File: src/rvmon_pkg.sv
/*
 * rvmon package
 * shared widths, vector types, host command codes, monitor FSM states
 * and the CPU I/O store bundle for the RV32I debug monitor
 */

`default_nettype none

package rvmon_pkg;

	// uart timing, clock cycles per serial bit
	localparam int CLKS_PER_BIT = 16;

	// word address width of both RAMs
	localparam int RAM_AW = 10;

	// plain vector types
	typedef logic [7:0] byte_t;
	typedef logic [31:0] word_t;
	typedef logic [RAM_AW-1:0] wadr_t;
	typedef logic [29:0] start_adr_t;
	typedef logic [3:0] be_t;
	// counts clocks inside one uart bit
	typedef logic [$clog2(CLKS_PER_BIT)-1:0] bitcnt_t;

	// led register sits at the top word of the I/O space
	localparam wadr_t IO_LED_ADR = '1;

	// host commands, ascii
	localparam byte_t CMD_IWR = 8'h77;  // "w"
	localparam byte_t CMD_DWR = 8'h78;  // "x"
	localparam byte_t CMD_IRD = 8'h72;  // "r"
	localparam byte_t CMD_DRD = 8'h73;  // "s"
	localparam byte_t CMD_GO = 8'h67;   // "g"
	localparam byte_t CMD_QUIT = 8'h71; // "q"
	localparam byte_t CMD_PC = 8'h70;   // "p"

	// monitor command FSM
	typedef enum logic [2:0] {
		IDLE,
		ADR,
		DATA,
		WRITE,
		READ,
		SEND,
		WAIT_TX
	} mon_state_e;

	// one CPU store into I/O space
	typedef struct packed {
		wadr_t adr;
		be_t we;
		word_t data;
	} io_store_t;

endpackage

`default_nettype wire

File: src/io_led.sv
/*
 * memory-mapped RGB LED register
 * catches CPU stores to IO_LED_ADR on byte lane 0
 */

`timescale 1ns/1ns
`default_nettype none

module io_led
	import rvmon_pkg::*;
(
	input logic clk,
	input logic i_arst_n,
	input io_store_t i_st,
	output logic [2:0] o_rgb_led
);

	logic hit;

	// address match and lowest byte lane written
	assign hit = (i_st.adr == IO_LED_ADR) && i_st.we[0];

	// other lanes or addresses leave the leds alone
	always_ff @(posedge clk or negedge i_arst_n) begin
		if (!i_arst_n) begin
			o_rgb_led <= '0;
		end else if (hit) begin
			o_rgb_led <= i_st.data[2:0];
		end
	end

endmodule

`default_nettype wire

File: config.mk
export PLATFORM = sky130hd
export DESIGN_NAME = io_led
export DESIGN_NICKNAME = d
export VERILOG_FILES = /design/src/rvmon_pkg.sv /design/src/io_led.sv
export SDC_FILE = /design/constraint.sdc
export NUM_CORES = 1
export LEC_CHECK = 0
export ABC_CLOCK_PERIOD_IN_PS = 2500
export BUFFER_PORTS_ARGS = -buffer_cell sky130_fd_sc_hd__clkbuf_2
export CAP_MARGIN = 20
export CORE_AREA = 4 4 41 43
export DETAILED_ROUTE_END_ITERATION = 8
export DIE_AREA = 0 0 45 47
export SLEW_MARGIN = 20
export SYNTH_ARGS = -nofsm -noshare
export SYNTH_HDL_FRONTEND = slang
export SYNTH_SLANG_ARGS = --single-unit
File: constraint.sdc
create_clock -name clk -period 2.5 [get_ports clk]
set_clock_uncertainty 0.1 [all_clocks]
set_input_delay 0.375 -clock clk [delete_from_list [all_inputs] [get_ports clk]]
set_output_delay 0.375 -clock clk [all_outputs]
set_load 0.02 [all_outputs]
==> results.cfg <==
[global_routing]
grt_pass1_vias = 189
grt_overflow = 0
track_usage = 0.0626
antenna_found_initial = 0
grt_pass1_wl_microns = 779
grt_max_degree = 4

[setup_path]
crit_path_end_kind = primary output
arrival_ns = 0.75
critPathMaxStageDelay_ns = 0.36
cp-start-kind = flop
cp.depth = 1
cp_slowest_cell = dfrtp_1
cp_num_buf_inv = 1
crit_path_cell_trace = clkbuf_2
critPathKind = flop to primary output
r2r_start = o_rgb_led[0]
r2r_slack_ns = 1.66
crit_fanout = 2
worst-endpoint-required_ns = 2.03
reg2reg_to = o_rgb_led[0]
crit_family = flip-flops
r2r_cells = 1
crit_start = o_rgb_led[0]
critPathCapture = o_rgb_led[0]

[final_layout]
antennaDiodeCount = 0
top_regs = o_rgb_led: 3 flops
layout_commonest_cell = clkbuf_2
final_area_sq_um = 282
postLayoutCoreUtil = 0.216
syn_to_final_growth_pct = 106
final_cell_mix = clkbuf_2 (18), mux2_2 (3), clkbuf_4 (3), dfrtp_1 (3), nand4_1 (2)
fillers = 151
top_register = o_rgb_led
multi_input_area_sq_um = 61.3
largest_reg_flops = 3
final_cells = 48
drive_gt1_frac = 0.758
register_area_sq_um = 75.1
final_nets = 82

[synth]
synth-simple-area-share = 0.202
synth_cell_types = 5
synth.yosys.warnings = 0
netlist_area_sq_um = 136
synthAdderAreaFrac = 0
synth-compound-area-share = 0
synth_top_area_cell = dfrtp_1
syn_inst = 10
synth_area_leaders = dfrtp_1 (55%), mux2_2 (25%), nand4_1 (9.2%)
synth_mux_area_frac = 0.248
synth_seq_cells = 3
syn_nets = 58
yosysTopAreaCellShare = 0.550
ys_seq_area_frac = 0.550
synth.avg_cell_area_sq_um = 13.6
synth_xor_area_frac = 0
synth_top_family_by_area = multiplexers

[placed_design]
placement.cell_area_sq_um = 245
dpl.cell_count = 43
routabilityCongestion = 0.607
portBuffers = 18

[routing]
vias = 169
wl_per_cell_microns = 10.9
dr.pass1.iters = 1
drt_wl_total_microns = 523
vias_per_cell = 3.52
ant_nets = 0
drc = 0
dr.first_iter.drc_count = 0

[sta]
hold_viol = 0
tightestPinTransition_ns = 0.261
finalSetupViolCount = 0
tns_ns = 0
drv_slew = 0
fin_crit_sh = 0.490
timing.final.crit_period_ns = 1.23
timing.fmax_mhz = 816
max_slew_margin = 0.825
rsz0062_at_grt = no

[cts]
post_cts_buffers = 0
clock_latency_ns = 0.23
numCtsBuffers = 3
cts.repair.resized = 0
cts_tree = built
clk_pin_slew_worst_paths_ns = 0.04
cts_buffer_depth = 2
htree_levels = 1
root_buffer = clkbuf_4
cts.sinks = 3

[floorplan]
design.die.area_sq_um = 2120
start_util = 0.105
rows = 13
ios = 51
die_y_microns = 47
die_x_microns = 45
core_area_sq_um = 1300

[power]
leakage_nw = 0.155
power_density_nw_per_um2 = 539
finalPower_mw = 0.152
irDropWorstVdd_v = 0.0000697

[outcome]
status = finished, final reports clean

[job]
maxCapViolations = 0

[min_path]
hp-class = primary input to flop
hold_path.startpoint = i_st[2]
-- routing by layer --
metal	up-vias	wire length, microns	track usage
met3	2	105	0.0460
met4	0	14	0.0877
met5	-	0	0
met1	67	193	0.0528
li1	84	-	-
met2	16	210	0.0819
-- timing repair --
item | in CTS | in global routing
endpoints found under the setup margin | 0 | 0
hold endpoints to repair | 3 | 0
hold buffers | 1 | 0
-- through the flow --
stage	hold WS (ns)	setup slack, ns
floorplan	-0.0206	1.20
global placement	0.0744	1.05
detailed placement	0.0725	1.04
CTS	0.273	1.26
global route	0.277	1.22
finish	0.278	1.27
-- cell families (layout without fill, tap and decap cells) --
kind of cell           Yosys count  count (layout)
and+or+nand+nor                  4               4
muxes                            3               3
DFF                              3               3
buffers and inverters            0              23
-- report_power, final --
group | internal (mW) | switching, mW | total, mW
sequential | 0.0496 | 0.000314 | 0.0499
combinational | 0.0108 | 0.00630 | 0.0171
clock | 0.0598 | 0.0249 | 0.0847
-- Yosys cell counts, drive strengths merged --
master,number
dfrtp,3
mux2,3
nand3,1
nand4,2
nor3,1
-- layout make-up --
cell class,instances,area share
sequential,3,0.267
multi-input combinational,7,0.218
tap,15,0.0667
timing repair buffer,19,0.356
clock buffer,4,0.0933
-- worst min-delay path by stage --
stage / end / slack (ns) / depth (start not counted)
floorplan: o_rgb_led[0] / -0.02 / 0
global placement: o_rgb_led[2] / 0.07 / 1
detailed placement: o_rgb_led[2] / 0.07 / 1
CTS: o_rgb_led[2] / 0.27 / 2
global route: o_rgb_led[1] / 0.28 / 2
finish: o_rgb_led[2] / 0.28 / 2
No activity file was read; power rests on OpenSTA's default activity.
