==> config.mk <==
export PLATFORM = sky130hd
export DESIGN_NAME = uart_tx
export DESIGN_NICKNAME = d
export VERILOG_FILES = /design/src/rvmon_pkg.sv /design/src/uart_tx.sv
export SDC_FILE = /design/constraint.sdc
export NUM_CORES = 1
export LEC_CHECK = 0
export BUFFER_PORTS_ARGS = -buffer_cell sky130_fd_sc_hd__buf_2
export CAP_MARGIN = 25
export CORE_AREA = 3 3 42 44
export CTS_BUF_LIST = sky130_fd_sc_hd__clkbuf_8
export CTS_CLUSTER_SIZE = 14
export DETAILED_ROUTE_END_ITERATION = 8
export DIE_AREA = 0 0 45 47
export GPL_TIMING_DRIVEN = 0
export HOLD_SLACK_MARGIN = 0.12
export PLACE_DENSITY = 0.77
export RECOVER_POWER = 25
export REMOVE_ABC_BUFFERS = 1
export SLEW_MARGIN = 20
export SYNTH_ARGS = -nofsm -noshare
export SYNTH_HDL_FRONTEND = slang
export SYNTH_SLANG_ARGS = --single-unit
==> constraint.sdc <==
create_clock -name clk -period 3.3 [get_ports clk]
set_input_delay 0.33 -clock clk [delete_from_list [all_inputs] [get_ports clk]]
set_output_delay 0.33 -clock clk [all_outputs]
set_load 0.005 [all_outputs]
==> src/rvmon_pkg.sv <==
/*
 * rvmon package
 * shared widths, vector types, host command codes, monitor FSM states
 * and the CPU I/O store bundle for the RV32I debug monitor
 */

`default_nettype none

package rvmon_pkg;

	// uart timing, clock cycles per serial bit
	localparam int CLKS_PER_BIT = 16;

	// word address width of both RAMs
	localparam int RAM_AW = 10;

	// plain vector types
	typedef logic [7:0] byte_t;
	typedef logic [31:0] word_t;
	typedef logic [RAM_AW-1:0] wadr_t;
	typedef logic [29:0] start_adr_t;
	typedef logic [3:0] be_t;
	// counts clocks inside one uart bit
	typedef logic [$clog2(CLKS_PER_BIT)-1:0] bitcnt_t;

	// led register sits at the top word of the I/O space
	localparam wadr_t IO_LED_ADR = '1;

	// host commands, ascii
	localparam byte_t CMD_IWR = 8'h77;  // "w"
	localparam byte_t CMD_DWR = 8'h78;  // "x"
	localparam byte_t CMD_IRD = 8'h72;  // "r"
	localparam byte_t CMD_DRD = 8'h73;  // "s"
	localparam byte_t CMD_GO = 8'h67;   // "g"
	localparam byte_t CMD_QUIT = 8'h71; // "q"
	localparam byte_t CMD_PC = 8'h70;   // "p"

	// monitor command FSM
	typedef enum logic [2:0] {
		IDLE,
		ADR,
		DATA,
		WRITE,
		READ,
		SEND,
		WAIT_TX
	} mon_state_e;

	// one CPU store into I/O space
	typedef struct packed {
		wadr_t adr;
		be_t we;
		word_t data;
	} io_store_t;

endpackage

`default_nettype wire

==> src/uart_tx.sv <==
/*
 * uart transmitter, 8N1
 * i_send loads a frame, o_busy covers all ten bits
 */

`timescale 1ns/1ns
`default_nettype none

module uart_tx
	import rvmon_pkg::*;
(
	input logic clk,
	input logic i_arst_n,
	input logic i_send,
	input byte_t i_byte,
	output logic o_tx,
	output logic o_busy
);

	logic [9:0] frame;
	bitcnt_t clk_cnt;
	logic [3:0] bit_idx;
	logic start;
	logic bit_end;

	assign start = i_send && !o_busy;
	assign bit_end = o_busy && (clk_cnt == '0);

	always_ff @(posedge clk or negedge i_arst_n) begin
		if (!i_arst_n) begin
			o_busy <= 1'b0;
			clk_cnt <= '0;
			bit_idx <= '0;
		end else if (start) begin
			o_busy <= 1'b1;
			clk_cnt <= bitcnt_t'(CLKS_PER_BIT - 1);
			bit_idx <= '0;
		end else if (o_busy) begin
			if (!bit_end) begin
				clk_cnt <= clk_cnt - 1'b1;
			end else begin
				clk_cnt <= bitcnt_t'(CLKS_PER_BIT - 1);
				bit_idx <= bit_idx + 1'b1;
				// stop bit done
				if (bit_idx == 4'd9) begin
					o_busy <= 1'b0;
				end
			end
		end
	end

	// stop, data lsb first, start
	always_ff @(posedge clk) begin
		if (start) begin
			frame <= {1'b1, i_byte, 1'b0};
		end else if (bit_end) begin
			frame <= {1'b1, frame[9:1]};
		end
	end

	// idle line high
	assign o_tx = o_busy ? frame[0] : 1'b1;

endmodule

`default_nettype wire

==> summary.md <==
| Metric | Value |
|---|---|
| Die Wd | `45 µm` |
| Layout net count | `103` |
| Worst IR Drop VDD | `449.2 µV` |
| DRT Wirelength | `1.486 mm` |
| P&R area growth vs syn | `12.70%` |
| Final instance area | `965.9 µm²` |
| Hold path endpoint | `frame[8]` |
| Pre-antenna DRT Iters | `3` |
| # rows | `14` |
| Register bit total from synthesis | `18` |
| Drc violations | `0` |
| PortBufs | `12` |
| DRT iter0 DRCs | `7` |
| CP arrival | `1.81 ns` |
| CTS Buf Count | `3` |
| Avg Cell Area, Syn | `11.58 µm²` |
| Async SR Flop Fraction | `50.00%` |
| Relative slew margins | `64.53%` |
| LEAKAGE | `0.4373 nW` |
| First-pass GRT wire length | `2.566 mm` |
| Full die area | `0.002115 mm²` |
| Seq/Total Area, Yosys | `56.64%` |
| Worst setup SP type | `flop` |
| Worst Path Class, Setup | `flop to flop` |
| R2R Path End | `frame[6]` |
| Cell Chain, Critical Path | `inv_1 > ha_1 > nand4bb_1 > nand2_1` |
| Largest net degree at the start of global routing | `17` |
| Vias in the first global route | `594` |
| Final hold violation count | `0` |
| R2R setup slack | `1.40 ns` |
| GRT Residual Overflow | `0` |
| Worst Setup End Kind | `flop` |
| Core box area | `0.001471 mm²` |
| Most common cell after layout, fill and taps aside | `buf_2` |
| Tot Pwr | `700.2 µW` |
| Largest area contributor in the netlist | `edfxtp_1` |
| Synth top area share | `28.03%` |
| Max-Cap Viols | `0` |
| Slowest-stage cell, CP | `nand2_1` |
| CTS tree | `yes` |
| Synth warn | `0` |
| Top FF cell, synth | `dfrtp_1` |
| DP Wirelength | `1.083 mm` |
| Via-per-instance ratio | `5.631` |
| Antenna viol nets, final | `0` |
| PD cells | `724.9 mW/mm²` |
| Largest stage delay, worst path | `0.45 ns` |
| Overall routing resource usage | `17.48%` |
| # IOs | `13` |
| Min Tclk post-route | `1.900 ns` |
| Fin Clk Skew | `0.006283 ns` |
| Fmax | `526.3 MHz` |
| Worst Path Required | `3.21 ns` |
| CTS resizes | `0` |
| Crit share post-route | `57.58%` |
| RSZ-0062 raised after global routing | `false` |
| Clk_lat worst skew | `0.25 ns` |
| Least-Margin Pin Slew | `0.5309 ns` |
| Critical Path Fanout Max | `10` |
| WL per Instance | `14.43 µm` |
| Starting Density | `58.25%` |
| Yosys cell types | `27` |
| Routability cong. | `0.7950` |
| EDFF count, synth | `8` |
| Cells after Synth | `74` |
| R2R cell count | `4` |
| Vias after detailed routing | `580` |
| Mapped cell area | `857.1 µm²` |
| Setup TNS | `0 ns` |
| Area contributors post-synth | `edfxtp_1 28%, dfrtp_1 26%, a22o_1 7.2%, ha_1 5.8%, nand2_1 4.4%` |
| Hold Path Cell Cnt | `3` |
| Max-slew violation count | `0` |
| Status | `complete, no violations` |
| Root buf cell | `clkbuf_8` |
| RR Startpoint | `clk_cnt[0]` |
| Dpl cell area | `912.1 µm²` |
| Sink Count | `18` |
| # setup viols final | `0` |
| Max Buffers Root-to-Sink | `2` |
| Crit path launch | `clk_cnt[0]` |
| Initial antenna violation count | `0` |
| Hold Crit Class | `primary input to flop` |
| Clk pin slew, worst setup/hold paths | `0.06 ns` |
| Layout cell share with drive strength beyond 1 | `18.39%` |
| Htree depth | `1` |
| Most frequent cells in the layout | `11 x buf_2, 10 x nand2_1, 9 x dfrtp_1, 8 x edfxtp_1, 7 x a22o_1` |
| Die height | `47 µm` |
| HP Start | `i_byte[7]` |
| Diode count | `0` |
worst max path at each step:
stage | to | slack [ns]
CTS | frame[6] | 1.41
global route | frame[8] | 1.29
floorplan | frame[1] | 1.76
finish | frame[6] | 1.40
detailed placement | frame[8] | 1.41
global placement | frame[8] | 1.48
per-layer routing:
metal,share of wire (%),GRT usage (%)
met5,0,0
met2,50,30.23
met3,3.4,4.598
met1,45,20.00
met4,1.7,8.772
per-stage QoR:
step                worst slack (ns)  utilization (%)  hold slack (ns)  instances
floorplan                      1.765                -          0.03441         70
global placement               1.476            61.99           0.1906         98
detailed placement             1.414            61.99           0.1927         98
CTS                            1.414            65.73           0.3564        103
global route                   1.294            65.65           0.3568        103
finish                         1.400            65.65           0.3608        103
sequential cells by signal, summed over array words and instances (netlist names):
| register | cells |
|---|---|
| clk_cnt | 4 |
| frame | 9 |
| o_busy | 1 |
| bit_idx | 4 |
power by group:
| group | total (mW) | internal (mW) | switching (mW) |
|---|---|---|---|
| clock network | 0.148 | 0.0824 | 0.0653 |
| logic | 0.187 | 0.0971 | 0.0904 |
| registers | 0.365 | 0.302 | 0.0626 |
critical path, delay by kind of cell (launching register included):
kind	cells	cell delay [ns]
fa+ha+maj	1	0.21
buf+inv	1	0.10
simple gates	2	0.83
flops	1	0.43
logic make-up after synthesis:
| kind of cell | after synthesis | synth area share (%) |
|---|---|---|
| buffers and inverters | 8 | 4.671 |
| adder cells (fa/ha/maj) | 4 | 5.840 |
| flip-flops | 18 | 56.64 |
| AND/OR/NAND/NOR | 25 | 15.18 |
| multiplexers | 2 | 2.336 |
| AO/OA/AOI/OAI | 16 | 14.31 |
| XOR/XNOR | 1 | 1.022 |
area by class of cell:
class	count	area (µm²)
well taps	16	20.02
clock inverters	1	3.754
multi-input cells	48	331.6
clock buffers	3	41.29
inverters	4	15.01
fillers	124	505.5
repair buffers	13	68.82
flip-flops and latches	18	485.5
synthesized netlist by cell type (all sizes together), types with 2 or more instances:
master / count
nand2: 10
dfrtp: 9
edfxtp: 8
a22o: 7
nor3: 5
ha: 4
inv: 4
buf: 3
nand3: 3
a31oi: 2
mux2i: 2
nand2b: 2
o21ai: 2
what timing repair did:
item | in CTS | in global routing
hold buffers | 1 | 0
endpoints found under the hold margin | 9 | 0
buffers inserted | 0 | 0
(Power assumes the default switching activity.)
