[src/rvmon_pkg.sv]
/*
 * rvmon package
 * shared widths, vector types, host command codes, monitor FSM states
 * and the CPU I/O store bundle for the RV32I debug monitor
 */

`default_nettype none

package rvmon_pkg;

	// uart timing, clock cycles per serial bit
	localparam int CLKS_PER_BIT = 16;

	// word address width of both RAMs
	localparam int RAM_AW = 10;

	// plain vector types
	typedef logic [7:0] byte_t;
	typedef logic [31:0] word_t;
	typedef logic [RAM_AW-1:0] wadr_t;
	typedef logic [29:0] start_adr_t;
	typedef logic [3:0] be_t;
	// counts clocks inside one uart bit
	typedef logic [$clog2(CLKS_PER_BIT)-1:0] bitcnt_t;

	// led register sits at the top word of the I/O space
	localparam wadr_t IO_LED_ADR = '1;

	// host commands, ascii
	localparam byte_t CMD_IWR = 8'h77;  // "w"
	localparam byte_t CMD_DWR = 8'h78;  // "x"
	localparam byte_t CMD_IRD = 8'h72;  // "r"
	localparam byte_t CMD_DRD = 8'h73;  // "s"
	localparam byte_t CMD_GO = 8'h67;   // "g"
	localparam byte_t CMD_QUIT = 8'h71; // "q"
	localparam byte_t CMD_PC = 8'h70;   // "p"

	// monitor command FSM
	typedef enum logic [2:0] {
		IDLE,
		ADR,
		DATA,
		WRITE,
		READ,
		SEND,
		WAIT_TX
	} mon_state_e;

	// one CPU store into I/O space
	typedef struct packed {
		wadr_t adr;
		be_t we;
		word_t data;
	} io_store_t;

endpackage

`default_nettype wire

[src/monitor_cmd.sv]
/*
 * debug monitor command parser
 * decodes host bytes into RAM writes and reads, cpu start and stop,
 * and returns read data or the pc as four bytes, lsb first
 */

`timescale 1ns/1ns
`default_nettype none

module monitor_cmd
	import rvmon_pkg::*;
(
	input logic clk,
	input logic i_arst_n,
	// uart side
	input byte_t i_rx_byte,
	input logic i_rx_valid,
	output byte_t o_tx_byte,
	output logic o_tx_send,
	input logic i_tx_busy,
	// ram side
	output wadr_t o_ram_adr,
	output word_t o_ram_wdata,
	output logic o_i_wen,
	output logic o_d_wen,
	input word_t i_i_rdata,
	input word_t i_d_rdata,
	// cpu control
	input word_t i_pc_data,
	output logic o_cpu_start,
	output logic o_quit_cmd,
	output start_adr_t o_start_adr
);

	mon_state_e state;
	byte_t cmd;
	logic [1:0] byte_cnt;
	word_t rx_word;
	word_t reply;
	word_t tx_sr;
	logic send_now;

	// incoming bytes enter from the top, little endian
	assign rx_word = {i_rx_byte, o_ram_wdata[31:8]};
	assign send_now = (state == SEND) && !i_tx_busy;

	// first reply byte comes from the source, the rest from the shifter
	always_comb begin
		if (byte_cnt != 2'd0) begin
			reply = tx_sr;
		end else if (cmd == CMD_IRD) begin
			reply = i_i_rdata;
		end else if (cmd == CMD_DRD) begin
			reply = i_d_rdata;
		end else begin
			reply = i_pc_data;
		end
	end

	always_ff @(posedge clk or negedge i_arst_n) begin
		if (!i_arst_n) begin
			state <= IDLE;
			cmd <= '0;
			byte_cnt <= '0;
			o_i_wen <= 1'b0;
			o_d_wen <= 1'b0;
			o_cpu_start <= 1'b0;
			o_quit_cmd <= 1'b0;
			o_start_adr <= '0;
			o_tx_send <= 1'b0;
		end else begin
			// strobes last one cycle
			o_i_wen <= 1'b0;
			o_d_wen <= 1'b0;
			o_cpu_start <= 1'b0;
			o_quit_cmd <= 1'b0;
			o_tx_send <= 1'b0;
			case (state)
				IDLE: begin
					if (i_rx_valid) begin
						cmd <= i_rx_byte;
						byte_cnt <= '0;
						case (i_rx_byte)
							CMD_IWR, CMD_DWR, CMD_IRD, CMD_DRD: state <= ADR;
							// go takes a full 32 bit byte address
							CMD_GO: state <= DATA;
							CMD_QUIT: o_quit_cmd <= 1'b1;
							CMD_PC: state <= SEND;
							// unknown command, drop it
							default: state <= IDLE;
						endcase
					end
				end
				ADR: begin
					// two address bytes
					if (i_rx_valid) begin
						byte_cnt <= byte_cnt + 1'b1;
						if (byte_cnt == 2'd1) begin
							byte_cnt <= '0;
							state <= (cmd == CMD_IRD || cmd == CMD_DRD) ? READ : DATA;
						end
					end
				end
				DATA: begin
					// four data bytes, counter wraps back to 0
					if (i_rx_valid) begin
						byte_cnt <= byte_cnt + 1'b1;
						if (byte_cnt == 2'd3) begin
							if (cmd == CMD_GO) begin
								o_start_adr <= rx_word[31:2];
								o_cpu_start <= 1'b1;
								state <= IDLE;
							end else begin
								o_i_wen <= (cmd == CMD_IWR);
								o_d_wen <= (cmd == CMD_DWR);
								state <= WRITE;
							end
						end
					end
				end
				// wen is high in this cycle
				WRITE: state <= IDLE;
				// address on the ram, data next cycle
				READ: state <= SEND;
				SEND: begin
					if (!i_tx_busy) begin
						o_tx_send <= 1'b1;
						byte_cnt <= byte_cnt + 1'b1;
						state <= WAIT_TX;
					end
				end
				WAIT_TX: begin
					// busy only rises the cycle after the send strobe
					if (!o_tx_send && !i_tx_busy) begin
						state <= (byte_cnt == 2'd0) ? IDLE : SEND;
					end
				end
				default: state <= IDLE;
			endcase
		end
	end

	// payload path
	always_ff @(posedge clk) begin
		if (i_rx_valid && (state == ADR || state == DATA)) begin
			o_ram_wdata <= rx_word;
		end
		// high address bits are ignored
		if (i_rx_valid && state == ADR && byte_cnt == 2'd1) begin
			o_ram_adr <= rx_word[16 +: RAM_AW];
		end
		if (send_now) begin
			o_tx_byte <= reply[7:0];
			tx_sr <= {8'h00, reply[31:8]};
		end
	end

endmodule

`default_nettype wire

[config.mk]
export PLATFORM = sky130hd
export DESIGN_NAME = monitor_cmd
export DESIGN_NICKNAME = d
export VERILOG_FILES = /design/src/rvmon_pkg.sv /design/src/monitor_cmd.sv
export SDC_FILE = /design/constraint.sdc
export NUM_CORES = 1
export LEC_CHECK = 0
export BUFFER_PORTS_ARGS = -buffer_cell sky130_fd_sc_hd__buf_2
export CAP_MARGIN = 20
export CORE_MARGIN = 4
export CORE_UTILIZATION = 40
export CTS_BUF_LIST = sky130_fd_sc_hd__clkbuf_8
export CTS_CLUSTER_DIAMETER = 60
export CTS_CLUSTER_SIZE = 8
export DETAILED_ROUTE_END_ITERATION = 12
export PLACE_DENSITY = 0.7
export SLEW_MARGIN = 40
export SYNTH_ARGS = -nofsm -noshare
export SYNTH_HDL_FRONTEND = slang
export SYNTH_SLANG_ARGS = --single-unit
[constraint.sdc]
create_clock -name clk -period 3.7 [get_ports clk]
set_input_delay 0.185 -clock clk [delete_from_list [all_inputs] [get_ports clk]]
set_output_delay 0.185 -clock clk [all_outputs]
set_load 0.02 [all_outputs]
==> impl_metrics.ini, run 1 <==
[outcome]
outcome = finished, final reports clean

[sta]
worst_slack_ns = 1.246
worst_pin_slew_ns = 0.6456
fin_skew_ns = 0.01014
max_freq_mhz = 407.5
fin_setup_tns_ns = 0
relSlewSlack_pct = 56.72
rsz0062_at_grt = no
slew_viol_final = 0
fin_crit_sh_pct = 66.32
hold_viol_final = 0
finalSetupViolCount = 0
layout_min_cycle_time_ns = 2.454

[critical_path]
crit_arrival_ns = 2.75
regToRegSetupSlack_ns = 1.25
endpoint_kind = register
worst-setup-path-type = reg2reg
worst_path_largest_cell_delay_ns = 0.53
start_kind = register
crit_path_max_fanout = 31
cp_cell_sequence = nand2b_1 -> or3_4 -> nor3_4 -> buf_4 -> mux2_2
crit_required_ns = 4.00
crit_slowest_cell = dfrtp_1

[placement]
pre_cts_slack_ns = 1.237
hpwl_mm = 9.233
routabilityCongestion = 0.8917
io_buffer_count = 192

[layout]
area_growth_pct = 30.31
fillCellCount = 1183
drive_gt1_share_pct = 50.00
multi_input_area_mm2 = 0.001872
n_antenna_cell = 0
nNetsFinal = 695
ff_latch_area_mm2 = 0.003425

[yosys]
ys_seq_area_share_pct = 63.25
yosysTopAreaCell = edfxtp_1
ys_top_cells_by_count = edfxtp_1, mux2_2, dfrtp_1
syn_area_mm2 = 0.005413
synth_area_leaders = edfxtp_1, dfrtp_1, mux2_2
avgSynthCellArea_um2 = 14.10
yosys_warnings = 0
ys_ff_latch = 122
async_reset_ff_share_pct = 39.34
synthDistinctLibCells = 41
yosysTopAreaCellShare_pct = 41.05
yosysMostFrequentCell = edfxtp_1
syn_inst = 384
synth_edf_count = 74
ys.flop_type = edfxtp_1
syn_nets = 496

[detailed_routing]
vias = 3792
wl_per_cell_um = 16.22
vias_per_cell = 4.912
drt_iter0_markers = 295
ant_nets = 0
first_pass_iters = 4
finalWirelength_mm = 12.52
drc_errors = 0

[power_and_ir_drop]
ir_drop_v = 0.0003443
leakage_nw = 3.292
cellPowerDensity_mw_per_mm2 = 608.5

[cts]
root_buffer = clkbuf_8
cts.sinks = 122
cts.clk_slew.worst_paths_ns = 0.07
cts_buffer_depth = 2
insertion_delay_ns = 0.42
post_cts_resized = 0
cts_htree_levels = 4
cts_tree = built
numCtsBuffers = 17
ctsHoldBuffers = 4
cts_setup_buffers = 0

[global_route]
grt_pass1_wl_mm = 20.11
grt.total_usage_pct = 16.27
antenna_found_initial = 0
grt_max_degree = 50
overflow = 0
grt_pass1_vias = 3930

[floorplan]
die_x_um = 124.3
start_util_pct = 40.87
io_pins = 193
die_area_mm2 = 0.01546
core.rowCount = 42
die_h_um = 124.3
core_region_area_mm2 = 0.01324

[flow_run]
drv_cap = 0

[min_path]
hp-class = in2reg
==> per-layer routing <==
layer	track usage [%]	share of wire, %	vias up
met4	6.447	2.1	0
met5	0	0	-
li1	-	-	1828
met2	27.54	52	99
met1	19.49	41	1845
met3	4.846	5.0	20
==> power by group <==
part           internal [W]  switching (W)
sequential          0.00169       0.000154
clock              0.000755       0.000525
combinational      0.000524       0.000641
total               0.00297        0.00132
==> layout by cell type, fill, tap and decap left out, types with 3 or more instances in the layout <==
cell           count
buf_2            191
edfxtp_1          74
mux2_2            60
dfrtp_1           47
nand2_1           40
mux2i_1           34
o21ai_0           28
clkbuf_8          18
inv_1              9
o211a_1            8
nor2_1             7
a21oi_1            6
nand2b_1           5
buf_4              5
ha_1               4
bufinv_16          4
dlygate4sd3_1      4
and4b_1            3
a211oi_1           3
clkinvlp_4         3
clkinv_4           3
==> worst max-delay path, delay by kind of cell (launching register included) <==
family,cells,cell delay [ns]
buffers and inverters,1,0.39
multiplexers,1,0.39
flip-flops,1,0.53
AND/OR/NAND/NOR,3,1.02
==> cells by family after synthesis <==
logic type                 share of synthesized area, %
AOI/OAI and AO/OA                                 6.611
adders and majority gates                        0.9247
buffers and inverters                             2.728
DFF                                               63.25
muxes                                             19.19
and+or+nand+nor                                   7.305
==> metrics by stage <==
step / area (µm²) / utilization [%] / std cells / hold slack [ns] / total power (W)
3_3_place_gp: 6531 / 49.32 / 734 / 0.4256 / 0.002977
3_5_place_dp: 6555 / 49.50 / 735 / 0.2480 / 0.003034
4_1_cts: 7038 / 53.15 / 771 / 0.01171 / 0.004332
5_1_grt: 7053 / 53.26 / 772 / 0.005188 / 0.004525
6_report: 7053 / 53.26 / 772 / 0.04714 / 0.004292
2_1_floorplan: 5413 / - / 384 / -0.1106 / 0.002668
==> path summary, 6_finish.rpt <==
check                                     from              end  cells past startpoint
worst max-delay path                  state[2]  o_start_adr[11]                      5
worst min-delay path              i_rx_byte[4]  o_ram_wdata[28]                      1
worst max register to register        state[2]  o_start_adr[11]                      5
worst min register to register  o_ram_wdata[9]   o_ram_wdata[1]                      0
max in group asynchronous             i_arst_n           cmd[0]                      2
min in group asynchronous             i_arst_n  o_start_adr[28]                      2
==> final cells by class <==
type / instances / share of cell area (%)
clock buffer: 18 / 3.513
multi-input combinational: 232 / 26.54
clock inverter: 14 / 2.767
timing repair buffer: 202 / 15.08
tap: 176 / 3.122
inverter: 8 / 0.4258
sequential: 122 / 48.55
==> flip-flops by register name, summed over array words and instances (netlist names) <==
name	cells
o_ram_wdata	32
o_start_adr	30
tx_sr	24
o_ram_adr	10
cmd	8
o_tx_byte	8
state	3
byte_cnt	2
o_cpu_start	1
o_d_wen	1
o_i_wen	1
o_quit_cmd	1
o_tx_send	1
Power figures use the tool's default switching activity.
==> run 2, diff against run 1 <==
--- a/config.mk
+++ b/config.mk
@@ -13,7 +13,7 @@
 export CTS_CLUSTER_DIAMETER = 60
 export CTS_CLUSTER_SIZE = 8
 export DETAILED_ROUTE_END_ITERATION = 12
-export PLACE_DENSITY = 0.7
+export PLACE_DENSITY = 0.72
 export SLEW_MARGIN = 40
 export SYNTH_ARGS = -nofsm -noshare
 export SYNTH_HDL_FRONTEND = slang
==> constraint.sdc (replaced) <==
create_clock -name clk -period 2.25 [get_ports clk]
set_input_delay 0.1125 -clock clk [delete_from_list [all_inputs] [get_ports clk]]
set_output_delay 0.1125 -clock clk [all_outputs]
set_load 0.02 [all_outputs]
==> run 2 against run 1 <==
Via count grew 2.3%. Total power grew 63%. Non-clock buffer count grew 22. Routed wire length grew 1.2%. Largest cell class unchanged. Die area is the same. Sequential power grew 60%.
==> impl_metrics.ini, run 2 (synthesis gave the netlist of run 1 again) <==
[outcome]
outcome = finished, final reports clean

[floorplan]
die_x_um = 124.3
io_pins = 193
start_util_pct = 40.87
core_region_area_mm2 = 0.01324
die_area_mm2 = 0.01546
die_h_um = 124.3
core.rowCount = 42

[sta]
rsz0062_at_grt = no
worst_pin_slew_ns = 0.5870
hold_viol_final = 0
relSlewSlack_pct = 60.87
hold_slack_ns = 0.03520
fin_setup_tns_ns = 0
max_freq_mhz = 509.9
finalSetupViolCount = 0
fin_crit_sh_pct = 87.16
layout_min_cycle_time_ns = 1.961
worst_slack_ns = 0.2890
slew_viol_final = 0
fin_skew_ns = 0.009597

[detailed_routing]
finalWirelength_mm = 12.68
drt_iter0_markers = 212
vias = 3879
drc_errors = 0
first_pass_iters = 4
wl_per_cell_um = 15.97
vias_per_cell = 4.885
ant_nets = 0

[layout]
n_antenna_cell = 0
largest_reg_flops = 32
drive_gt1_share_pct = 49.84
utilization_pct = 54.81
area_growth_pct = 34.10
nNetsFinal = 717
top_register = o_ram_wdata
layout_commonest_cell = buf_2
reg.largest.list = o_ram_wdata: 32 flops, o_start_adr: 30 flops, tx_sr: 24 flops
layout_common_cells = buf_2, edfxtp_1, mux2_2, dfrtp_1, nand2_1

[cts]
cts_tree = built
cts.sinks = 122
root_buffer = clkbuf_8
cts_buffer_depth = 2
post_cts_resized = 0
numCtsBuffers = 17
insertion_delay_ns = 0.42
cts_htree_levels = 4
cts.clk_slew.worst_paths_ns = 0.08

[power_and_ir_drop]
ir_drop_v = 0.0005666
fin_total_pwr_w = 0.006984
cellPowerDensity_mw_per_mm2 = 962.2
leakage_nw = 3.387

[global_route]
grt_pass1_wl_mm = 20.67
grt_pass1_vias = 4136
grt_max_degree = 50
overflow = 0
grt.total_usage_pct = 16.41
antenna_found_initial = 0

[critical_path]
worst-setup-path-type = reg2reg
crit_path_max_fanout = 31
start_kind = register
crit_arrival_ns = 2.27
crit_required_ns = 2.56
endpoint_kind = register

[min_path]
hp-class = in2reg

[placement]
routabilityCongestion = 0.8376
io_buffer_count = 192
hpwl_mm = 9.270
pre_cts_slack_ns = 0.3049

[flow_run]
drv_cap = 0
-- run 2: changes by cell type in the layout (fill, tap and decap cells not counted) --
cell,previous run,this run
buf_12,0,6
buf_2,191,192
buf_4,5,9
buf_8,2,0
bufinv_16,4,2
clkbuf_8,18,17
clkinv_2,1,2
dlygate4sd3_1,4,17
inv_1,9,8
inv_6,2,4
inv_8,0,1
nor3_2,1,2
nor3_4,2,1
-- run 2: layer usage --
layer  up-vias  wire (µm)  global-route usage [%]
met3         6        592                   4.588
met5         -          0                       0
met2       104       6856                   28.98
met4         0         94                   5.158
met1      1902       5133                   19.37
li1       1867          -                       -
-- run 2: area by class of cell --
cell class,instances,area [µm²]
clock buffers,17,234.0
clock inverters,15,165.2
fillers,1118,5984
inverters,8,30.03
multi-input cells,232,1866
flip-flops and latches,122,3425
well taps,176,220.2
repair buffers,224,1319
-- run 2: critical path: stages (launching register included) --
cell and delay [ns]:
dfrtp_1 0.37, and3b_1 0.30, nand2_1 0.08, or3_4 0.34, nor3_4 0.15, buf_12 0.23
mux2_2 0.36
-- run 2: path summary, 6_finish.rpt --
check	start	end	slack, ns	cells after the start
worst max-delay path	cmd[7]	o_start_adr[20]	0.29	6
max in group asynchronous	i_arst_n	o_start_adr[22]	1.40	3
worst min-delay path	i_pc_data[29]	tx_sr[21]	0.04	2
worst max register to register	cmd[7]	o_start_adr[20]	0.29	6
min in group asynchronous	i_arst_n	o_start_adr[27]	0.22	2
worst min register to register	o_ram_wdata[8]	o_ram_wdata[0]	0.46	0
-- run 2: what timing repair did --
item	in CTS	in global routing
hold buffers	15	2
hold endpoints to repair	47	2
setup buffers	0	0
-- run 2: per-stage QoR --
stage | instances | cell area, µm²
after CTS | 792 | 7238
after floorplan | 384 | 5419
after detailed placement | 745 | 6689
final | 794 | 7258
after global placement | 745 | 6689
after global routing | 794 | 7258
-- run 2: where the power goes --
part	switching, W	leakage [nW]	internal, W
combinational	0.00113	1.88	0.000972
sequential	0.000183	1.31	0.00278
clock	0.000910	0.195	0.00100
total	0.00223	3.39	0.00476
