`config.mk`:
```
export PLATFORM = sky130hd
export DESIGN_NAME = uart_rx
export DESIGN_NICKNAME = d
export VERILOG_FILES = /design/src/rvmon_pkg.sv /design/src/uart_rx.sv
export SDC_FILE = /design/constraint.sdc
export NUM_CORES = 1
export LEC_CHECK = 0
export BUFFER_PORTS_ARGS = -buffer_cell sky130_fd_sc_hd__buf_2
export CAP_MARGIN = 5
export CORE_MARGIN = 1.5
export CORE_UTILIZATION = 61
export CTS_BUF_LIST = sky130_fd_sc_hd__clkbuf_2
export DETAILED_ROUTE_END_ITERATION = 6
export PLACE_DENSITY = 0.92
export SETUP_SLACK_MARGIN = 0.3
export SYNTH_ARGS = -nofsm -noshare
export SYNTH_HDL_FRONTEND = slang
export SYNTH_SLANG_ARGS = --single-unit
```
`constraint.sdc`:
```
create_clock -name clk -period 4.8 [get_ports clk]
set_input_delay 0.24 -clock clk [delete_from_list [all_inputs] [get_ports clk]]
set_output_delay 0.24 -clock clk [all_outputs]
set_load 0.005 [all_outputs]
```
`src/rvmon_pkg.sv`:
```
/*
 * rvmon package
 * shared widths, vector types, host command codes, monitor FSM states
 * and the CPU I/O store bundle for the RV32I debug monitor
 */

`default_nettype none

package rvmon_pkg;

	// uart timing, clock cycles per serial bit
	localparam int CLKS_PER_BIT = 16;

	// word address width of both RAMs
	localparam int RAM_AW = 10;

	// plain vector types
	typedef logic [7:0] byte_t;
	typedef logic [31:0] word_t;
	typedef logic [RAM_AW-1:0] wadr_t;
	typedef logic [29:0] start_adr_t;
	typedef logic [3:0] be_t;
	// counts clocks inside one uart bit
	typedef logic [$clog2(CLKS_PER_BIT)-1:0] bitcnt_t;

	// led register sits at the top word of the I/O space
	localparam wadr_t IO_LED_ADR = '1;

	// host commands, ascii
	localparam byte_t CMD_IWR = 8'h77;  // "w"
	localparam byte_t CMD_DWR = 8'h78;  // "x"
	localparam byte_t CMD_IRD = 8'h72;  // "r"
	localparam byte_t CMD_DRD = 8'h73;  // "s"
	localparam byte_t CMD_GO = 8'h67;   // "g"
	localparam byte_t CMD_QUIT = 8'h71; // "q"
	localparam byte_t CMD_PC = 8'h70;   // "p"

	// monitor command FSM
	typedef enum logic [2:0] {
		IDLE,
		ADR,
		DATA,
		WRITE,
		READ,
		SEND,
		WAIT_TX
	} mon_state_e;

	// one CPU store into I/O space
	typedef struct packed {
		wadr_t adr;
		be_t we;
		word_t data;
	} io_store_t;

endpackage

`default_nettype wire

```
`src/uart_rx.sv`:
```
/*
 * uart receiver, 8N1
 * samples each bit in the middle and pulses o_valid for a good stop bit
 */

`timescale 1ns/1ns
`default_nettype none

module uart_rx
	import rvmon_pkg::*;
(
	input logic clk,
	input logic i_arst_n,
	input logic i_rx,
	output byte_t o_byte,
	output logic o_valid
);

	logic rx_meta;
	logic rx_sync;
	logic active;
	bitcnt_t clk_cnt;
	logic [3:0] bit_idx;
	logic sample;

	// two flop synchronizer, line idles high
	always_ff @(posedge clk or negedge i_arst_n) begin
		if (!i_arst_n) begin
			rx_meta <= 1'b1;
			rx_sync <= 1'b1;
		end else begin
			rx_meta <= i_rx;
			rx_sync <= rx_meta;
		end
	end

	// mid-bit sample point
	assign sample = active && (clk_cnt == '0);

	always_ff @(posedge clk or negedge i_arst_n) begin
		if (!i_arst_n) begin
			active <= 1'b0;
			clk_cnt <= '0;
			bit_idx <= '0;
			o_valid <= 1'b0;
		end else begin
			o_valid <= 1'b0;
			if (!active) begin
				// start bit edge, wait half a bit to hit its middle
				if (!rx_sync) begin
					active <= 1'b1;
					clk_cnt <= bitcnt_t'(CLKS_PER_BIT / 2 - 1);
					bit_idx <= '0;
				end
			end else if (!sample) begin
				clk_cnt <= clk_cnt - 1'b1;
			end else begin
				clk_cnt <= bitcnt_t'(CLKS_PER_BIT - 1);
				bit_idx <= bit_idx + 1'b1;
				if (bit_idx == 4'd0 && rx_sync) begin
					// start bit gone high again, just a glitch
					active <= 1'b0;
				end else if (bit_idx == 4'd9) begin
					// stop bit, framing error drops the byte
					active <= 1'b0;
					o_valid <= rx_sync;
				end
			end
		end
	end

	// data bits 1..8 shift in lsb first
	always_ff @(posedge clk) begin
		if (sample && bit_idx != 4'd0 && bit_idx != 4'd9) begin
			o_byte <= {rx_sync, o_byte[7:1]};
		end
	end

endmodule

`default_nettype wire

```
==> out/metrics.yaml, run 1 <==
worstSkewPairLatency_ns: 0.31
io_pins: 12
routed_wl_um: 1560
leakagePower_nw: 0.440
synth_area_um2: 851
crit_fanout: 8
route.vias.total: 558
r2r_slack_ns: 2.88
timing.rr.end: "o_byte[3]"
dpl.cell_count: 91
cts_buffer_depth: 2
critical-path-max-stage-delay_ns: 0.59
synth-edff-count: 8
crit_buf_inv: 1
cp-start-kind: "flip-flop"
synth_seq_cells: 20
finalHoldViolations: 0
cts.clk_slew.worst_paths_ns: 0.19
seq_area_frac_synth_pct: 63.8
fp.dieW_um: 40.3
seq_area_um2: 543
antenna_found_initial: 0
n_fill_cell: 86
dp_hpwl_um: 1110
antenna_cells: 0
crit_type: "reg -> reg"
power_density_nw_per_um2: 518
tritoncts: "built"
first_pass_iters: 3
yosysWarnings: 0
report.power.total_w: 0.000508
io_buffers: 11
synth_cells: 67
grt_use_total_pct: 21.9
cts_resized: 0
drive_gt1_share_pct: 22.0
die_h_um: 40.3
synthArstFlopShare_pct: 60.0
mostFrequentLayoutCell: "buf_2"
slew_headroom_pct: 57.3
end_kind: "flip-flop"
multi_input_area_um2: 277
skew_ns: 0.00245
drv_cap: 0
period_minus_slack_ns: 1.92
ff2ff_path_depth: 4
mostFrequentLayoutCells: "buf_2 (11), dfrtp_1 (10), edfxtp_1 (8)"
rsz0062_at_grt: "false"
coreArea_um2: 1300
nets: 91
cpMaxStageDelayCell: "nor2_1"
final_max_slew_viol_count: 0
initial_utilization_pct: 65.4
wire_per_inst_um: 16.1
cp_data_arrival_time_ns: 1.90
synth.avg_cell_area_um2: 12.7
max_freq_mhz: 520
routed_via_density: 5.75
setup_viol: 0
fin_crit_sh_pct: 40.0
gp_congestion: 0.817
area_growth_syn_to_layout_pct: 15.3
h-tree-depth: 1
vdd_drop_max_mv: 0.288
syn-num-nets: 75
clock_sinks: 20
die-area_um2: 1630
grt_pass1_wl_um: 2240
synth-main-ff-cell: "dfrtp_1"
rows: 13
drc_errors: 0
status: "completed"
cp.required_ns: 4.78
tightest_slew_ns: 0.638
grt_pass1_vias: 478
fin_tns_setup_ns: 0
cts_root_buf: "clkbuf_2"
numCtsBuffers: 3
grt_max_degree: 13
hold_path.class: "in -> async"
crit_family: "simple AND/OR/NAND/NOR gates"
hold-worst-slack_ns: 0.303
yosysUniqueCellTypes: 27
grt_overflow: 0
detail-route-antenna-nets: 0
path_cells: "inv_1, ha_1, nand4bb_1, nor2_1"
drt_iter0_drc: 7
rr_startpoint: "clk_cnt[0]"
final_cells: 97
## worst max-delay path by stage
stage | start | to | slack [ns] | depth (start not counted)
2_1_floorplan | clk_cnt[0] | o_byte[0] | 3.18 | 4
3_3_place_gp | clk_cnt[0] | o_byte[4] | 3.06 | 4
4_1_cts | clk_cnt[0] | o_byte[3] | 2.86 | 4
5_1_grt | clk_cnt[0] | o_byte[0] | 2.74 | 4
3_5_place_dp | clk_cnt[0] | o_byte[0] | 2.89 | 4
6_report | clk_cnt[0] | o_byte[3] | 2.88 | 4
## cell type report
class	instances	share of cell area (%)
clock buffers	3	1.53
repair buffers	13	7.65
inverters	6	2.30
well taps	15	1.91
clock inverters	1	3.06
multi-input cells	39	28.2
flip-flops and latches	20	55.4
## worst register-to-register path, cell delays in order, from the launching register on
cell	delay (ns)
dfrtp_1	0.45
inv_1	0.11
ha_1	0.19
nand4bb_1	0.25
nor2_1	0.59
## synth_stat cells, types with 2 or more instances
| cell | instances | area (µm²) |
|---|---|---|
| o21ai_0 | 5 | 25.0 |
| nor3_1 | 2 | 10.0 |
| a21oi_1 | 5 | 25.0 |
| dfrtp_1 | 10 | 250 |
| mux2i_1 | 2 | 20.0 |
| ha_1 | 5 | 62.6 |
| a211oi_1 | 2 | 15.0 |
| inv_1 | 6 | 22.5 |
| nand2_1 | 3 | 11.3 |
| dfstp_2 | 2 | 52.6 |
| nor2_1 | 2 | 7.51 |
| edfxtp_1 | 8 | 240 |
## logic make-up after synthesis
kind of cell    share of synthesized area, %
mux                                     2.35
compound gates                          11.2
simple gates                            10.6
buf+inv                                 3.68
fa+ha+maj                               7.35
xor+xnor                                1.03
flops                                   63.8
## through the flow
stage          worst slack (ns)  utilization [%]  instance area (µm²)
4_1_cts                    2.86             74.6                  971
3_5_place_dp               2.89             70.4                  916
5_1_grt                    2.74             75.4                  981
6_report                   2.88             75.4                  981
2_1_floorplan              3.18                -                  851
3_3_place_gp               3.06             70.4                  916
## report_power, final
group	leakage (nW)	total [W]	switching, W	internal, W
clock network	0.0266	0.000123	0.0000514	0.0000719
registers	0.214	0.000260	0.0000440	0.000216
logic	0.199	0.000125	0.0000653	0.0000594
total	0.440	0.000508	0.000161	0.000347
## metal layers
metal  routed length, µm  vias to the layer above  global-route usage (%)
met5                   0                        -                       0
met4                  12                        0                    9.17
met3                  41                        2                    3.33
met2                 782                       10                    34.1
met1                 727                      272                    30.5
li1                    -                      274                       -
## sequential cells by signal (all words and copies together) (netlist names)
name,cells
o_valid,1
rx_sync,1
active,1
bit_idx,4
clk_cnt,4
o_byte,8
rx_meta,1
## what timing repair did
action / CTS / global route
setup buffers: 0 / 0
hold endpoints to repair: 10 / 1
hold buffers: 1 / 1
Note: power is estimated with default switching activity, not from simulation.
==> inputs of run 2 (changes only) <==
--- a/config.mk
+++ b/config.mk
@@ -8,10 +8,10 @@
 export BUFFER_PORTS_ARGS = -buffer_cell sky130_fd_sc_hd__buf_2
 export CAP_MARGIN = 5
 export CORE_MARGIN = 1.5
-export CORE_UTILIZATION = 61
+export CORE_UTILIZATION = 52
 export CTS_BUF_LIST = sky130_fd_sc_hd__clkbuf_2
 export DETAILED_ROUTE_END_ITERATION = 6
-export PLACE_DENSITY = 0.92
+export PLACE_DENSITY = 0.84
 export SETUP_SLACK_MARGIN = 0.3
 export SYNTH_ARGS = -nofsm -noshare
 export SYNTH_HDL_FRONTEND = slang
==> constraint.sdc (replaced) <==
create_clock -name clk -period 1.6 [get_ports clk]
set_input_delay 0.08 -clock clk [delete_from_list [all_inputs] [get_ports clk]]
set_output_delay 0.08 -clock clk [all_outputs]
set_load 0.005 [all_outputs]
==> out/metrics.yaml, run 2 (synthesized netlist as in run 1, its figures left out) <==
cts_root_buf: "clkbuf_2"
regMostFlops: "o_byte"
rsz0062_at_grt: "true"
status: "completed"
antenna_cells: 0
end_kind: "flip-flop"
p_sw_w: 0.000587
grt_busiest_layer: "met2"
crit_type: "reg -> reg"
nets: 101
tritoncts: "built"
largest_reg_flops: 8
routed_via_density: 5.77
fin_crit_sh_pct: 82.3
route.vias.total: 623
area_growth_syn_to_layout_pct: 28.5
gp_congestion: 0.849
mostFrequentLayoutCells: "buf_2 (11), dfrtp_1 (9), buf_4 (9)"
grt_use_met3_pct: 2.50
dp_hpwl_um: 1020
seqPwrFrac_pct: 44.5
p_clk_share_pct: 12.4
mostFrequentLayoutCell: "buf_2"
grt_overflow: 0
cts.clk_slew.worst_paths_ns: 0.18
reg_top3: "o_byte x8, bit_idx x4, clk_cnt x4"
skew_ns: 0.00119
vdd_drop_max_mv: 1.05
fin_tns_setup_ns: 0
die-area_um2: 1890
tightest_slew_ns: 0.267
power_density_nw_per_um2: 1540
grtUsageMet1_pct: 22.2
p_int_w: 0.00109
crit_family: "flip-flops"
drive_gt1_share_pct: 40.2
routed_wl_um: 1620
leakagePower_nw: 0.474
first_pass_iters: 4
n_fill_cell: 98
met2_usage_pct: 31.9
period_minus_slack_ns: 1.32
cp_data_arrival_time_ns: 1.36
crit_fanout: 8
coreArea_um2: 1520
grt_pass1_wl_um: 2550
max_freq_mhz: 760
hold-worst-slack_ns: 0.120
cp-start-kind: "flip-flop"
finalHoldViolations: 0
io_buffers: 11
cp.required_ns: 1.64
worstSkewPairLatency_ns: 0.32
switching_share_pct: 34.9
critical-path-max-stage-delay_ns: 0.42
wire_per_inst_um: 15.0
initial_utilization_pct: 55.8
drv_cap: 0
numCtsBuffers: 3
fp.dieW_um: 43.5
grt_max_degree: 13
antenna_found_initial: 0
crit_buf_inv: 1
cts_buffer_depth: 2
die_h_um: 43.5
cpMaxStageDelayCell: "dfrtp_1"
rows: 14
io_pins: 12
slew_headroom_pct: 82.2
r2r_slack_ns: 0.28
setup_viol: 0
drt_iter0_drc: 8
clock_sinks: 20
h-tree-depth: 1
p_comb_share_pct: 43.2
grt_use_total_pct: 18.9
detail-route-antenna-nets: 0
drc_errors: 0
path_cells: "inv_2, ha_4, nand4bb_4, nor2_4"
grt_pass1_vias: 614
final_max_slew_viol_count: 0
hold_path.class: "in -> async"
-- run 2: worst register-to-register path, stage by stage (launching register included) --
cell and delay [ns]:
dfrtp_1 0.42, inv_2 0.08, ha_4 0.15, nand4bb_4 0.13
nor2_4 0.25
-- run 2: final cells by class --
cell class	count	area [µm²]	area share, %
Clock buffer	3	15.0	1.37
Timing Repair Buffer	23	154	14.1
Tap cell	16	20.0	1.83
Multi-Input combinational cell	39	334	30.5
Clock inverter	1	3.75	0.343
Sequential cell	20	544	49.8
Inverter	6	22.5	2.06
-- run 2: metrics by stage --
stage | std cells | area [µm²] | total power, W | utilization (%) | worst slack, ns
2_1_floorplan | 67 | 893 | 0.00113 | - | 0.308
5_1_grt | 108 | 1090 | 0.00178 | 71.8 | 0.207
6_report | 108 | 1090 | 0.00168 | 71.8 | 0.283
4_1_cts | 106 | 1060 | 0.00159 | 69.7 | 0.283
3_5_place_dp | 92 | 960 | 0.00125 | 63.0 | 0.174
3_3_place_gp | 92 | 960 | 0.00122 | 63.0 | 0.236
-- run 2: repair_timing --
item,4_1_cts,5_1_grt
pin swaps,1,3
hold buffers,2,0
hold endpoints to repair,13,0
endpoints found under the setup margin,10,14
setup buffers,8,2
cloned,0,0
gates resized for setup,2,4
-- run 2: layer usage --
metal	up-vias	wire, µm
met5	-	0
met2	29	830
met3	5	73
met1	296	665
met4	0	48
li1	293	-
-- run 2: power groups by stage --
stage | logic, W | clock network, W | registers [W]
after CTS | 0.000637 | 0.000213 | 0.000743
final | 0.000726 | 0.000208 | 0.000747
after floorplan | 0.000379 | 0 | 0.000750
after global placement | 0.000445 | 0 | 0.000776
after detailed placement | 0.000466 | 0 | 0.000781
after global routing | 0.000791 | 0.000226 | 0.000762
-- run 2: path summary, 6_finish.rpt --
| kind | start | end | depth (start not counted) |
|---|---|---|---|
| hold reg to reg | rx_meta | rx_sync | 0 |
| setup / recovery | clk_cnt[1] | o_byte[4] | 4 |
| setup reg to reg | clk_cnt[1] | o_byte[4] | 4 |
| max in group asynchronous | i_arst_n | rx_sync | 2 |
| min in group clk | rx_meta | rx_sync | 0 |
| hold / removal | i_arst_n | clk_cnt[2] | 2 |
==> inputs of run 3 (changes only) <==
--- a/config.mk
+++ b/config.mk
@@ -8,10 +8,10 @@
 export BUFFER_PORTS_ARGS = -buffer_cell sky130_fd_sc_hd__buf_2
 export CAP_MARGIN = 5
 export CORE_MARGIN = 1.5
-export CORE_UTILIZATION = 52
+export CORE_UTILIZATION = 57
 export CTS_BUF_LIST = sky130_fd_sc_hd__clkbuf_2
 export DETAILED_ROUTE_END_ITERATION = 6
-export PLACE_DENSITY = 0.84
+export PLACE_DENSITY = 0.87
 export SETUP_SLACK_MARGIN = 0.3
 export SYNTH_ARGS = -nofsm -noshare
 export SYNTH_HDL_FRONTEND = slang
==> constraint.sdc (replaced) <==
create_clock -name clk -period 1.25 [get_ports clk]
set_input_delay 0.0625 -clock clk [delete_from_list [all_inputs] [get_ports clk]]
set_output_delay 0.0625 -clock clk [all_outputs]
set_load 0.005 [all_outputs]
==> out/metrics.yaml, run 3 (synthesized netlist as in run 1, its figures left out) <==
status: "finished with violations"
violations: "setup timing"
io_buffers: 11
gp_congestion: 0.853
crit_fanout: 4
finish.utilization_pct: 96.3
power_density_nw_per_um2: 2200
p_sw_w: 0.00103
seqPwrFrac_pct: 34.4
grt_pass1_wl_um: 3020
first_pass_iters: 4
cts_buffer_depth: 2
die-area_um2: 1730
rows: 13
hold-worst-slack_ns: 0.140
drt_iter0_drc: 37
worstSkewPairLatency_ns: 0.32
regMostFlops: "o_byte"
clock_sinks: 20
tightest_slew_ns: 0.308
design_area_um2: 1300
numCtsBuffers: 3
cp-start-kind: "flip-flop"
p_comb_share_pct: 48.6
r2r_slack_ns: -0.15
max_freq_mhz: 715
routed_wl_um: 2830
grt_pass1_vias: 671
vdd_drop_max_mv: 1.56
io_pins: 12
multi_input_area_um2: 407
dp_hpwl_um: 1280
cp_data_arrival_time_ns: 1.66
slew_headroom_pct: 79.2
grt_use_total_pct: 23.8
antenna_cells: 0
p_clk_share_pct: 17.0
finalHoldViolations: 0
skew_ns: 0.00651
cp.required_ns: 1.51
final_max_slew_viol_count: 0
crit_type: "reg -> reg"
drc_errors: 0
wire_per_inst_um: 23.5
detail-route-antenna-nets: 0
mostFrequentLayoutCells: "buf_4 (19), buf_2 (11), dfrtp_1 (9)"
end_kind: "flip-flop"
mostFrequentLayoutCell: "buf_4"
cts.clk_slew.worst_paths_ns: 0.20
fin_tns_setup_ns: -1.56
routed_via_density: 6.34
h-tree-depth: 1
fin_ws_ns: -0.149
dpl-instance-area_um2: 1060
leakagePower_nw: 0.562
fin_crit_sh_pct: 112
drv_cap: 0
p_int_w: 0.00183
rr_startpoint: "clk_cnt[1]"
die_h_um: 41.6
grt_max_degree: 13
coreArea_um2: 1350
largest_reg_flops: 8
drive_gt1_share_pct: 63.8
tritoncts: "built"
startpoint: "clk_cnt[1]"
cts_root_buf: "clkbuf_2"
switching_share_pct: 36.2
period_minus_slack_ns: 1.40
setup_viol: 15
nets: 114
rsz0062_at_grt: "true"
route.vias.total: 761
antenna_found_initial: 0
seq_area_um2: 544
initial_utilization_pct: 63.0
n_fill_cell: 24
area_growth_syn_to_layout_pct: 52.8
fp.dieW_um: 41.6
reg_top3: "o_byte x8, bit_idx x4, clk_cnt x4"
grt_overflow: 0
hold_path.class: "in -> async"
[run 3: per-layer routing]
metal	global-route usage [%]	wire, µm	vias up
met3	3.48	227	20
met1	27.8	1010	370
met4	11.0	212	0
li1	-	-	317
met5	0	0	-
met2	42.8	1380	54
[run 3: metrics by stage]
stage                     std cells  power [W]  setup WS (ns)
after global routing            120    0.00297         -0.161
after CTS                       113    0.00242        -0.0832
final                           120    0.00286         -0.149
after detailed placement        103    0.00185        -0.0788
after global placement          103    0.00179        -0.0389
after floorplan                  67    0.00148        -0.0186
[run 3: layout make-up]
type                            instances  share of cell area (%)
Multi-Input combinational cell         39                    31.3
Clock inverter                          1                    2.31
Tap cell                               15                    1.44
Inverter                                6                    1.73
Sequential cell                        20                    41.9
Timing Repair Buffer                   36                    20.2
Clock buffer                            3                    1.15
[run 3: what timing repair did]
item,4_1_cts,5_1_grt
endpoints found under the hold margin,13,0
hold buffers,2,0
pin swaps,1,9
resized for setup,11,13
buffers inserted,4,7
endpoints found under the setup margin,22,26
[run 3: power groups by stage]
stage / logic, W / registers [W] / clock network [W]
4_1_cts: 0.00101 / 0.000939 / 0.000474
5_1_grt: 0.00147 / 0.000988 / 0.000514
6_report: 0.00139 / 0.000983 / 0.000487
3_3_place_gp: 0.000849 / 0.000943 / 0
2_1_floorplan: 0.000519 / 0.000960 / 0
3_5_place_dp: 0.000898 / 0.000953 / 0
[run 3: worst paths after layout]
kind / to / cells after the start
min in group clk: rx_meta / 2
worst min register to register: rx_sync / 0
worst max register to register: bit_idx[3] / 5
worst min-delay path: o_valid / 2
max in group asynchronous: rx_sync / 2
worst max-delay path: bit_idx[3] / 5
[run 3: critical path, stage by stage, from the launching register on]
cell and delay [ns]:
dfrtp_1 0.45, inv_2 0.10, ha_4 0.16, and4bb_4 0.30
nand4_1 0.12, mux2i_1 0.21
